File: src/bfly_config.svh
`ifndef BFLY_CONFIG_SVH
`define BFLY_CONFIG_SVH

// Network size, initiators and targets are equal in number
`define BFLY_NUM_PORTS 8

// Port index width, also the number of radix-2 stages
`define BFLY_ADDR_W 3

// Payload widths
`define BFLY_REQ_DATA_W 32
`define BFLY_RESP_DATA_W 32

// Priority generator
`define BFLY_LFSR_W 16

// Galois taps for x^16 + x^14 + x^13 + x^11 + 1, right-shifting form
`define BFLY_LFSR_TAPS 16'hB400

// Reset states of the two generators, both must be nonzero
`define BFLY_REQ_SEED 16'hACE1
`define BFLY_RESP_SEED 16'h5A3C

`endif

File: src/bflyReqPkg.sv
`include "bfly_config.svh"

package bflyReqPkg;

  // Index of an initiator or a target port
  typedef logic [`BFLY_ADDR_W-1:0] portAddrT;

  // Request word as it travels through the stages
  //
  // tgtAddr is consumed MSB first, one bit per stage, and is shifted
  // left on every hop, so it reads zero at the target.
  // iniAddr is stamped with the sender index at the network edge and
  // passes through untouched.
  typedef struct packed {
    portAddrT                    tgtAddr;
    portAddrT                    iniAddr;
    logic [`BFLY_REQ_DATA_W-1:0] wdata;
  } bflyReqT;

endpackage

File: src/bflyRespPkg.sv
`include "bfly_config.svh"

package bflyRespPkg;

  // Response word as it travels back through the stages
  //
  // iniRoute holds one steering bit per stage, LSB first in the order the
  // stages are met on the way back, and is shifted right on every hop.
  typedef struct packed {
    logic [`BFLY_ADDR_W-1:0]      iniRoute;
    logic [`BFLY_RESP_DATA_W-1:0] rdata;
  } bflyRespT;

endpackage

File: src/bflyPrioLfsr.sv
`timescale 1ns/1ps
`include "bfly_config.svh"

module bflyPrioLfsr
  import bflyReqPkg::*;
#(
  parameter logic [`BFLY_LFSR_W-1:0] Seed = `BFLY_REQ_SEED
) (
  input  logic     clk_i,
  input  logic     rstN_i,
  input  logic     advance_i,
  output portAddrT prio_o
);

  logic [`BFLY_LFSR_W-1:0] lfsrQ;
  logic [`BFLY_LFSR_W-1:0] lfsrD;

  // The bit shifted out of a Galois step folds back into the tap positions
  assign lfsrD = (lfsrQ >> 1) ^ ({`BFLY_LFSR_W{lfsrQ[0]}} & `BFLY_LFSR_TAPS);

  always_ff @(posedge clk_i or negedge rstN_i) begin
    if (!rstN_i) begin
      lfsrQ <= Seed;
    end else if (advance_i) begin
      lfsrQ <= lfsrD;
    end
  end

  // Bit l steers the arbiters of stage l
  assign prio_o = lfsrQ[`BFLY_ADDR_W-1:0];

  // An all-zero state would lock the priority pattern
  assert property (@(posedge clk_i) disable iff (!rstN_i) lfsrQ != '0)
    else $error("bflyPrioLfsr: LFSR state reached zero");

endmodule

File: src/bflySwitchbox.sv
`timescale 1ns/1ps
`include "bfly_config.svh"

module bflySwitchbox
  import bflyReqPkg::*;
  import bflyRespPkg::*;
(
  input  logic           clk_i,
  input  logic           rstN_i,
  // Requests from the initiator side
  input  logic     [1:0] reqValid_i,
  input  bflyReqT  [1:0] reqData_i,
  output logic     [1:0] reqReady_o,
  // Requests toward the target side
  output logic     [1:0] reqValid_o,
  output bflyReqT  [1:0] reqData_o,
  input  logic     [1:0] reqReady_i,
  // Responses from the target side
  input  logic     [1:0] respValid_i,
  input  bflyRespT [1:0] respData_i,
  output logic     [1:0] respReady_o,
  // Responses toward the initiator side
  output logic     [1:0] respValid_o,
  output bflyRespT [1:0] respData_o,
  input  logic     [1:0] respReady_i,
  // Stage priority bits, the input with this index wins a conflict
  input  logic           reqPrio_i,
  input  logic           respPrio_i
);

  // Output port asked for by each input
  logic [1:0] reqSel;
  logic [1:0] respSel;

  // Grants indexed as [output][input]
  logic [1:0][1:0] reqGrant;
  logic [1:0][1:0] respGrant;

  // Resolve one output, a lone request passes and a conflict goes to prio
  function automatic logic [1:0] arbitrate(input logic [1:0] want, input logic prio);
    logic [1:0] grant;
    grant = want;
    if (want == 2'b11) begin
      grant = prio ? 2'b10 : 2'b01;
    end
    return grant;
  endfunction

  always_comb begin
    for (int k = 0; k < 2; k++) begin
      reqSel[k]  = reqData_i[k].tgtAddr[`BFLY_ADDR_W-1];
      respSel[k] = respData_i[k].iniRoute[0];
    end
  end

  for (genvar o = 0; o < 2; o++) begin : genOut
    logic [1:0] reqWant;
    logic [1:0] respWant;
    bflyReqT    reqWin;
    bflyRespT   respWin;

    for (genvar k = 0; k < 2; k++) begin : genWant
      assign reqWant[k]  = reqValid_i[k] && (reqSel[k] == 1'(o));
      assign respWant[k] = respValid_i[k] && (respSel[k] == 1'(o));
    end

    assign reqGrant[o]  = arbitrate(reqWant, reqPrio_i);
    assign respGrant[o] = arbitrate(respWant, respPrio_i);

    assign reqValid_o[o]  = |reqGrant[o];
    assign respValid_o[o] = |respGrant[o];

    assign reqWin  = reqGrant[o][1] ? reqData_i[1] : reqData_i[0];
    assign respWin = respGrant[o][1] ? respData_i[1] : respData_i[0];

    // Drop the steering bit used here so the next stage sees its own
    assign reqData_o[o] = {reqWin.tgtAddr[`BFLY_ADDR_W-2:0], 1'b0,
                           reqWin.iniAddr, reqWin.wdata};
    assign respData_o[o] = {1'b0, respWin.iniRoute[`BFLY_ADDR_W-1:1],
                            respWin.rdata};
  end

  // Ready goes back only along a granted path
  for (genvar k = 0; k < 2; k++) begin : genReady
    assign reqReady_o[k]  = reqGrant[reqSel[k]][k] && reqReady_i[reqSel[k]];
    assign respReady_o[k] = respGrant[respSel[k]][k] && respReady_i[respSel[k]];
  end

  for (genvar p = 0; p < 2; p++) begin : genAssert
    // Two inputs never share one output
    assert property (@(posedge clk_i) disable iff (!rstN_i)
      reqValid_o[p] |-> $onehot(reqGrant[p]))
      else $error("bflySwitchbox: request output %0d has no single grant", p);

    assert property (@(posedge clk_i) disable iff (!rstN_i)
      respValid_o[p] |-> $onehot(respGrant[p]))
      else $error("bflySwitchbox: response output %0d has no single grant", p);

    // A completed transfer was really offered by that input
    assert property (@(posedge clk_i) disable iff (!rstN_i)
      reqReady_o[p] |-> reqValid_i[p])
      else $error("bflySwitchbox: request ready on idle input %0d", p);

    assert property (@(posedge clk_i) disable iff (!rstN_i)
      respReady_o[p] |-> respValid_i[p])
      else $error("bflySwitchbox: response ready on idle input %0d", p);
  end

endmodule

File: src/bflyNet.sv
`timescale 1ns/1ps
`include "bfly_config.svh"

module bflyNet
  import bflyReqPkg::*;
  import bflyRespPkg::*;
(
  input  logic                                                  clk_i,
  input  logic                                                  rstN_i,
  // Initiator side
  input  logic     [`BFLY_NUM_PORTS-1:0]                        reqValid_i,
  input  bflyReqT  [`BFLY_NUM_PORTS-1:0]                        reqData_i,
  output logic     [`BFLY_NUM_PORTS-1:0]                        reqReady_o,
  output logic     [`BFLY_NUM_PORTS-1:0]                        respValid_o,
  output logic     [`BFLY_NUM_PORTS-1:0][`BFLY_RESP_DATA_W-1:0] respRdata_o,
  input  logic     [`BFLY_NUM_PORTS-1:0]                        respReady_i,
  // Target side
  output logic     [`BFLY_NUM_PORTS-1:0]                        reqValid_o,
  output bflyReqT  [`BFLY_NUM_PORTS-1:0]                        reqData_o,
  input  logic     [`BFLY_NUM_PORTS-1:0]                        reqReady_i,
  input  logic     [`BFLY_NUM_PORTS-1:0]                        respValid_i,
  input  portAddrT [`BFLY_NUM_PORTS-1:0]                        respIniAddr_i,
  input  logic     [`BFLY_NUM_PORTS-1:0][`BFLY_RESP_DATA_W-1:0] respRdata_i,
  output logic     [`BFLY_NUM_PORTS-1:0]                        respReady_o
);

  localparam int unsigned NumStages  = `BFLY_ADDR_W;
  localparam int unsigned NumRouters = `BFLY_NUM_PORTS / 2;

  // Switchbox ports, indexed [stage][router][port]
  logic     [NumStages-1:0][NumRouters-1:0][1:0] reqValidIn;
  logic     [NumStages-1:0][NumRouters-1:0][1:0] reqValidOut;
  logic     [NumStages-1:0][NumRouters-1:0][1:0] reqReadyIn;
  logic     [NumStages-1:0][NumRouters-1:0][1:0] reqReadyOut;
  bflyReqT  [NumStages-1:0][NumRouters-1:0][1:0] reqDataIn;
  bflyReqT  [NumStages-1:0][NumRouters-1:0][1:0] reqDataOut;
  logic     [NumStages-1:0][NumRouters-1:0][1:0] respValidIn;
  logic     [NumStages-1:0][NumRouters-1:0][1:0] respValidOut;
  logic     [NumStages-1:0][NumRouters-1:0][1:0] respReadyIn;
  logic     [NumStages-1:0][NumRouters-1:0][1:0] respReadyOut;
  bflyRespT [NumStages-1:0][NumRouters-1:0][1:0] respDataIn;
  bflyRespT [NumStages-1:0][NumRouters-1:0][1:0] respDataOut;

  portAddrT reqPrio;
  portAddrT respPrio;

  // Priority moves on after any completed handshake at the network edge
  bflyPrioLfsr #(
    .Seed(`BFLY_REQ_SEED)
  ) iReqLfsr (
    .clk_i    (clk_i),
    .rstN_i   (rstN_i),
    .advance_i(|(reqValid_o & reqReady_i)),
    .prio_o   (reqPrio)
  );

  bflyPrioLfsr #(
    .Seed(`BFLY_RESP_SEED)
  ) iRespLfsr (
    .clk_i    (clk_i),
    .rstN_i   (rstN_i),
    .advance_i(|(respValid_o & respReady_i)),
    .prio_o   (respPrio)
  );

  for (genvar p = 0; p < `BFLY_NUM_PORTS; p++) begin : genEdge
    // Initiators enter stage 0, the sender index is stamped here
    assign reqValidIn[0][p/2][p%2]  = reqValid_i[p];
    assign reqDataIn[0][p/2][p%2]   = {reqData_i[p].tgtAddr, portAddrT'(p), reqData_i[p].wdata};
    assign reqReady_o[p]            = reqReadyOut[0][p/2][p%2];
    assign respValid_o[p]           = respValidOut[0][p/2][p%2];
    assign respRdata_o[p]           = respDataOut[0][p/2][p%2].rdata;
    assign respReadyIn[0][p/2][p%2] = respReady_i[p];

    // Targets leave the last stage
    assign reqValid_o[p]                        = reqValidOut[NumStages-1][p/2][p%2];
    assign reqData_o[p]                         = reqDataOut[NumStages-1][p/2][p%2];
    assign reqReadyIn[NumStages-1][p/2][p%2]    = reqReady_i[p];
    assign respValidIn[NumStages-1][p/2][p%2]   = respValid_i[p];
    assign respReady_o[p]                       = respReadyOut[NumStages-1][p/2][p%2];

    // Last stage takes address bit 1 upward, stage 0 takes bit 0
    assign respDataIn[NumStages-1][p/2][p%2] = {respIniAddr_i[p][0],
                                                respIniAddr_i[p][`BFLY_ADDR_W-1:1],
                                                respRdata_i[p]};
  end

  // Perfect shuffle between neighbouring stages
  for (genvar l = 0; l < NumStages - 1; l++) begin : genShuffle
    localparam int unsigned Pow = 2 ** (NumStages - l - 2);
    for (genvar r = 0; r < NumRouters; r++) begin : genRouter
      for (genvar s = 0; s < 2; s++) begin : genPort
        localparam int unsigned K = Pow * s + (r % Pow) + (r / Pow / 2) * Pow * 2;
        localparam int unsigned J = (r / Pow) % 2;

        assign reqValidIn[l+1][K][J]  = reqValidOut[l][r][s];
        assign reqDataIn[l+1][K][J]   = reqDataOut[l][r][s];
        assign reqReadyIn[l][r][s]    = reqReadyOut[l+1][K][J];
        assign respValidIn[l][r][s]   = respValidOut[l+1][K][J];
        assign respDataIn[l][r][s]    = respDataOut[l+1][K][J];
        assign respReadyIn[l+1][K][J] = respReadyOut[l][r][s];
      end
    end
  end

  for (genvar l = 0; l < NumStages; l++) begin : genStage
    for (genvar r = 0; r < NumRouters; r++) begin : genBox
      bflySwitchbox iSwitchbox (
        .clk_i      (clk_i),
        .rstN_i     (rstN_i),
        .reqValid_i (reqValidIn[l][r]),
        .reqData_i  (reqDataIn[l][r]),
        .reqReady_o (reqReadyOut[l][r]),
        .reqValid_o (reqValidOut[l][r]),
        .reqData_o  (reqDataOut[l][r]),
        .reqReady_i (reqReadyIn[l][r]),
        .respValid_i(respValidIn[l][r]),
        .respData_i (respDataIn[l][r]),
        .respReady_o(respReadyOut[l][r]),
        .respValid_o(respValidOut[l][r]),
        .respData_o (respDataOut[l][r]),
        .respReady_i(respReadyIn[l][r]),
        .reqPrio_i  (reqPrio[l]),
        .respPrio_i (respPrio[l])
      );
    end
  end

endmodule

File: config.mk
export PLATFORM = sky130hd
export DESIGN_NAME = bflyNet
export DESIGN_NICKNAME = d
export VERILOG_FILES = /design/src/bflyReqPkg.sv /design/src/bflyRespPkg.sv /design/src/bflyPrioLfsr.sv /design/src/bflySwitchbox.sv /design/src/bflyNet.sv
export VERILOG_INCLUDE_DIRS = /design/src
export SDC_FILE = /design/constraint.sdc
export NUM_CORES = 1
export LEC_CHECK = 0
export ABC_CLOCK_PERIOD_IN_PS = 5000
export BUFFER_PORTS_ARGS = -buffer_cell sky130_fd_sc_hd__buf_4
export CORE_AREA = 4 4 471 473
export DETAILED_ROUTE_END_ITERATION = 8
export DIE_AREA = 0 0 475 477
export GPL_TIMING_DRIVEN = 1
export PLACE_DENSITY = 0.3
export SYNTH_ARGS = -nofsm -noshare
export SYNTH_HDL_FRONTEND = slang
export SYNTH_SLANG_ARGS = --single-unit
File: constraint.sdc
create_clock -name clk_i -period 5 [get_ports clk_i]
set_input_delay 1 -clock clk_i [delete_from_list [all_inputs] [get_ports clk_i]]
set_output_delay 1 -clock clk_i [all_outputs]
set_load 0.02 [all_outputs]
==> flow_summary_export.csv <==
group,metric,value,unit
status,status,"completed",
worst_setup_path,end_kind,"output port",
hold_path,hold_path_class,"register to register",
placed_design,dp_cells,6527,
routing,drc_errors,0,
logic_synthesis,ys_types,76,
layout,finalInstanceArea,35700,um2
floorplanning,die_y,477,um
worst_setup_path,start_kind,"input port",
clock_network,clk_pin_slew,0.06,ns
routing,wl_per_cell,31.3,um
routing,wl_met3,14500,um
logic_synthesis,synth_xor_area_frac,0.00400,
hold_path,holdPathEnd,"iRespLfsr.lfsrQ[9]$_DFFE_PN1P_",
worst_setup_path,reg2reg_slack,1.16,ns
worst_setup_path,r2r_start,"iRespLfsr.lfsrQ[2]$_DFFE_PN1P_",
layout,area_growth,62.7,%
clock_network,cts_sinks,32,
sta,hold_violations,0,
layout,num-nets-final,4298,
routing,first_iter_violations,1864,
logic_synthesis,synthAdderAreaFrac,0,
global_route,grt_max_degree,39,
logic_synthesis,synthCells,2546,
clock_network,cts_buffers,5,
routing,vias,26400,
sta,fin_crit,4.87,ns
sta,rsz0062_at_grt,"false",
clock_network,post_cts_buffers,0,
worst_setup_path,worst-setup-path-type,"input port to output port",
pwr,cellLeakagePower,17.8,nW
layout,drive_above_1_share,0.514,
sta,period_share,0.974,
clock_network,cts_buffer_depth,2,
global_route,grt_usage,0.171,
global_route,antenna_found_initial,49,
pwr,ir_drop,0.000144,V
logic_synthesis,synthSimpleGateAreaFrac,0.107,
routing,totalWireLength,206000,um
floorplanning,die-area,227000,um2
pwr,p_per_area,289,nW/um2
logic_synthesis,async_flop_share,1.00,
routing,wl_met2,91800,um
floorplanning,die_w,475,um
logic_synthesis,synth.avg_cell_area,8.61,um2
logic_synthesis,synth_mux_area_frac,0.720,
logic_synthesis,yosys_register_bits,32,
sta,max_slew_margin,0.348,
placed_design,port-buffer-count,1161,
global_route,grt-ovfl-total,0,
worst_setup_path,reg2reg_depth,9,
floorplanning,fp.coreArea,217000,um2
sta,max_freq,205,MHz
logic_synthesis,yosys_warnings,0,
routing,viasPerCell,4.02,
sta,setup_viol,0,
pwr,p_total,10.3,mW
floorplanning,start_util,0.101,
logic_synthesis,yosysSeqAreaShare,0.0375,
sta,finClkSkew,0.00469,ns
sta,tightest_slew,0.977,ns
worst_setup_path,crit_fanout,20,
routing,highest_layer,"met5",
placed_design,placed_area,35300,um2
floorplanning,num_rows,171,
clock_network,clk_latency,0.28,ns
worst_setup_path,reg2reg_to,"iRespLfsr.lfsrQ[7]$_DFFE_PN0P_",
worst_setup_path,crit_arrival,3.87,ns
clock_network,cts_hold_buf,0,
placed_design,routabilityCongestion,0.897,
worst_setup_path,crit_required,4.00,ns
logic_synthesis,synth_flop_cell,"dfstp_2",
logic_synthesis,synth_top_family_by_area,"multiplexers",
logic_synthesis,synth_edf_count,0,
logic_synthesis,synth_compound_area_frac,0.0776,
hold_path,hold_depth,1,
clock_network,cts_tree,"done",
routing,drt_pre_antenna_iters,5,
global_route,grt_pass1_wl,265000,um
hold_path,hp-start,"iRespLfsr.lfsrQ[10]$_DFFE_PN0P_",
sta,finalMaxSlewViolations,0,
logic_synthesis,synth_area,21900,um2
routing,met1_length,96200,um
clock_network,clockRootBuffer,"clkbuf_16",
floorplanning,io_pins,1210,
placed_design,place_hpwl,171000,um
clock_network,htreeDepth,2,
job,maxCapViolations,0,
global_route,grt_pass1_vias,26500,
routing,antenna_left,0,
layout,final_cells,6576,
-- flip-flops by register name, indices dropped and copies added (netlist names) --
register         cells
iRespLfsr.lfsrQ     16
iReqLfsr.lfsrQ      16
-- cell usage after synthesis (10+ instances only) --
master / instances / area, um2
a21o_1: 17 / 128
nor3b_1: 16 / 120
o32ai_1: 10 / 87.6
inv_1: 35 / 131
a22o_1: 12 / 105
o21ai_0: 12 / 60.1
o211ai_1: 13 / 97.6
a21oi_1: 21 / 105
buf_4: 28 / 210
o221ai_1: 11 / 96.3
nor2_1: 16 / 60.1
mux2_2: 457 / 5150
a22oi_1: 12 / 90.1
clkbuf_1: 112 / 420
buf_1: 54 / 203
dfstp_2: 16 / 420
o22ai_1: 24 / 150
nand2_1: 338 / 1270
and3b_1: 17 / 149
dfrtp_1: 16 / 400
nand3_1: 21 / 105
buf_2: 38 / 190
mux2i_1: 1058 / 10600
nand2b_1: 14 / 87.6
nand3b_1: 23 / 173
-- final cells by class --
| class | count | area [um2] |
|---|---|---|
| timing repair buffer | 1338 | 10400 |
| inverter | 36 | 135 |
| fill | 24700 | 181000 |
| multi-input combinational | 2267 | 20400 |
| clock buffer | 8 | 156 |
| tap | 2854 | 3570 |
| antenna | 41 | 103 |
| sequential | 32 | 825 |
-- per-layer routing --
metal / up-vias / track usage
li1: 11900 / -
met1: 13400 / 0.237
met2: 1012 / 0.270
met3: 122 / 0.0414
met4: 14 / 0.0297
met5: - / 0
-- report_power, final --
group	switching, mW	internal, mW
combinational	5.65	3.70
sequential	0.156	0.450
clock	0.122	0.212
-- cells by family (layout without fill, tap and decap cells) --
group / Yosys count / after routing
mux: 1519 / 1519
simple gates: 493 / 493
buf+inv: 270 / 1382
compound gates: 221 / 221
flops: 32 / 32
xor+xnor: 10 / 10
other cells: 1 / 65
-- worst max-delay path, cell delays in order --
cell      delay (ns)
buf_4           0.13
nand2b_1        0.19
o21ai_0         0.37
a21boi_0        0.46
a32oi_1         0.23
buf_4           0.20
o21ai_4         0.17
buf_4           0.42
mux2_2          0.47
buf_4           0.19
-- cells in the final DEF (no fill, tap or decap), types with 9 or more instances in the layout --
master    instances
a21o_2            9
a21oi_1          19
a22o_1           12
a22oi_1          12
and3_1            9
and3b_1          15
buf_12           30
buf_4          1308
conb_1           24
dfrtp_1          16
dfstp_2          15
diode_2          41
inv_1            33
mux2_2          457
mux2i_1        1058
nand2_1         337
nand2b_1         13
nand3_1          17
nand3b_1         23
nor2_1           14
nor3b_1          13
o211ai_1         13
o21ai_0          11
o221ai_1         10
o22ai_1          22
o32a_1            9
xor2_1            9
-- how the worst max path moves through the flow --
stage                                         from         endpoint  depth (start not counted)
global placement                 respIniAddr_i[16]   respReady_o[7]                         11
global route        iRespLfsr.lfsrQ[2]$_DFFE_PN1P_   respReady_o[2]                         10
detailed placement               respIniAddr_i[16]   respReady_o[7]                         11
finish                            respIniAddr_i[4]  respRdata_o[43]                         10
floorplan                            reqValid_i[0]    reqReady_o[2]                         10
CTS                              respIniAddr_i[16]   respReady_o[7]                         11
-- timing repair --
item                       in CTS  in global routing
gates resized for setup         2                  9
pin swaps                       0                  2
setup endpoints to repair       2                  9
-- through the flow --
stage	hold WS, ns	util	worst slack, ns	setup TNS (ns)
6_report	0.501	0.164	0.129	0
5_1_grt	0.521	0.164	0.0257	0
4_1_cts	0.498	0.164	0.00134	0
3_5_place_dp	0.481	0.163	-0.148	-0.148
3_3_place_gp	0.471	0.163	-0.130	-0.130
2_1_floorplan	0.454	-	0.344	0
No activity file was read; power rests on OpenSTA's default activity.
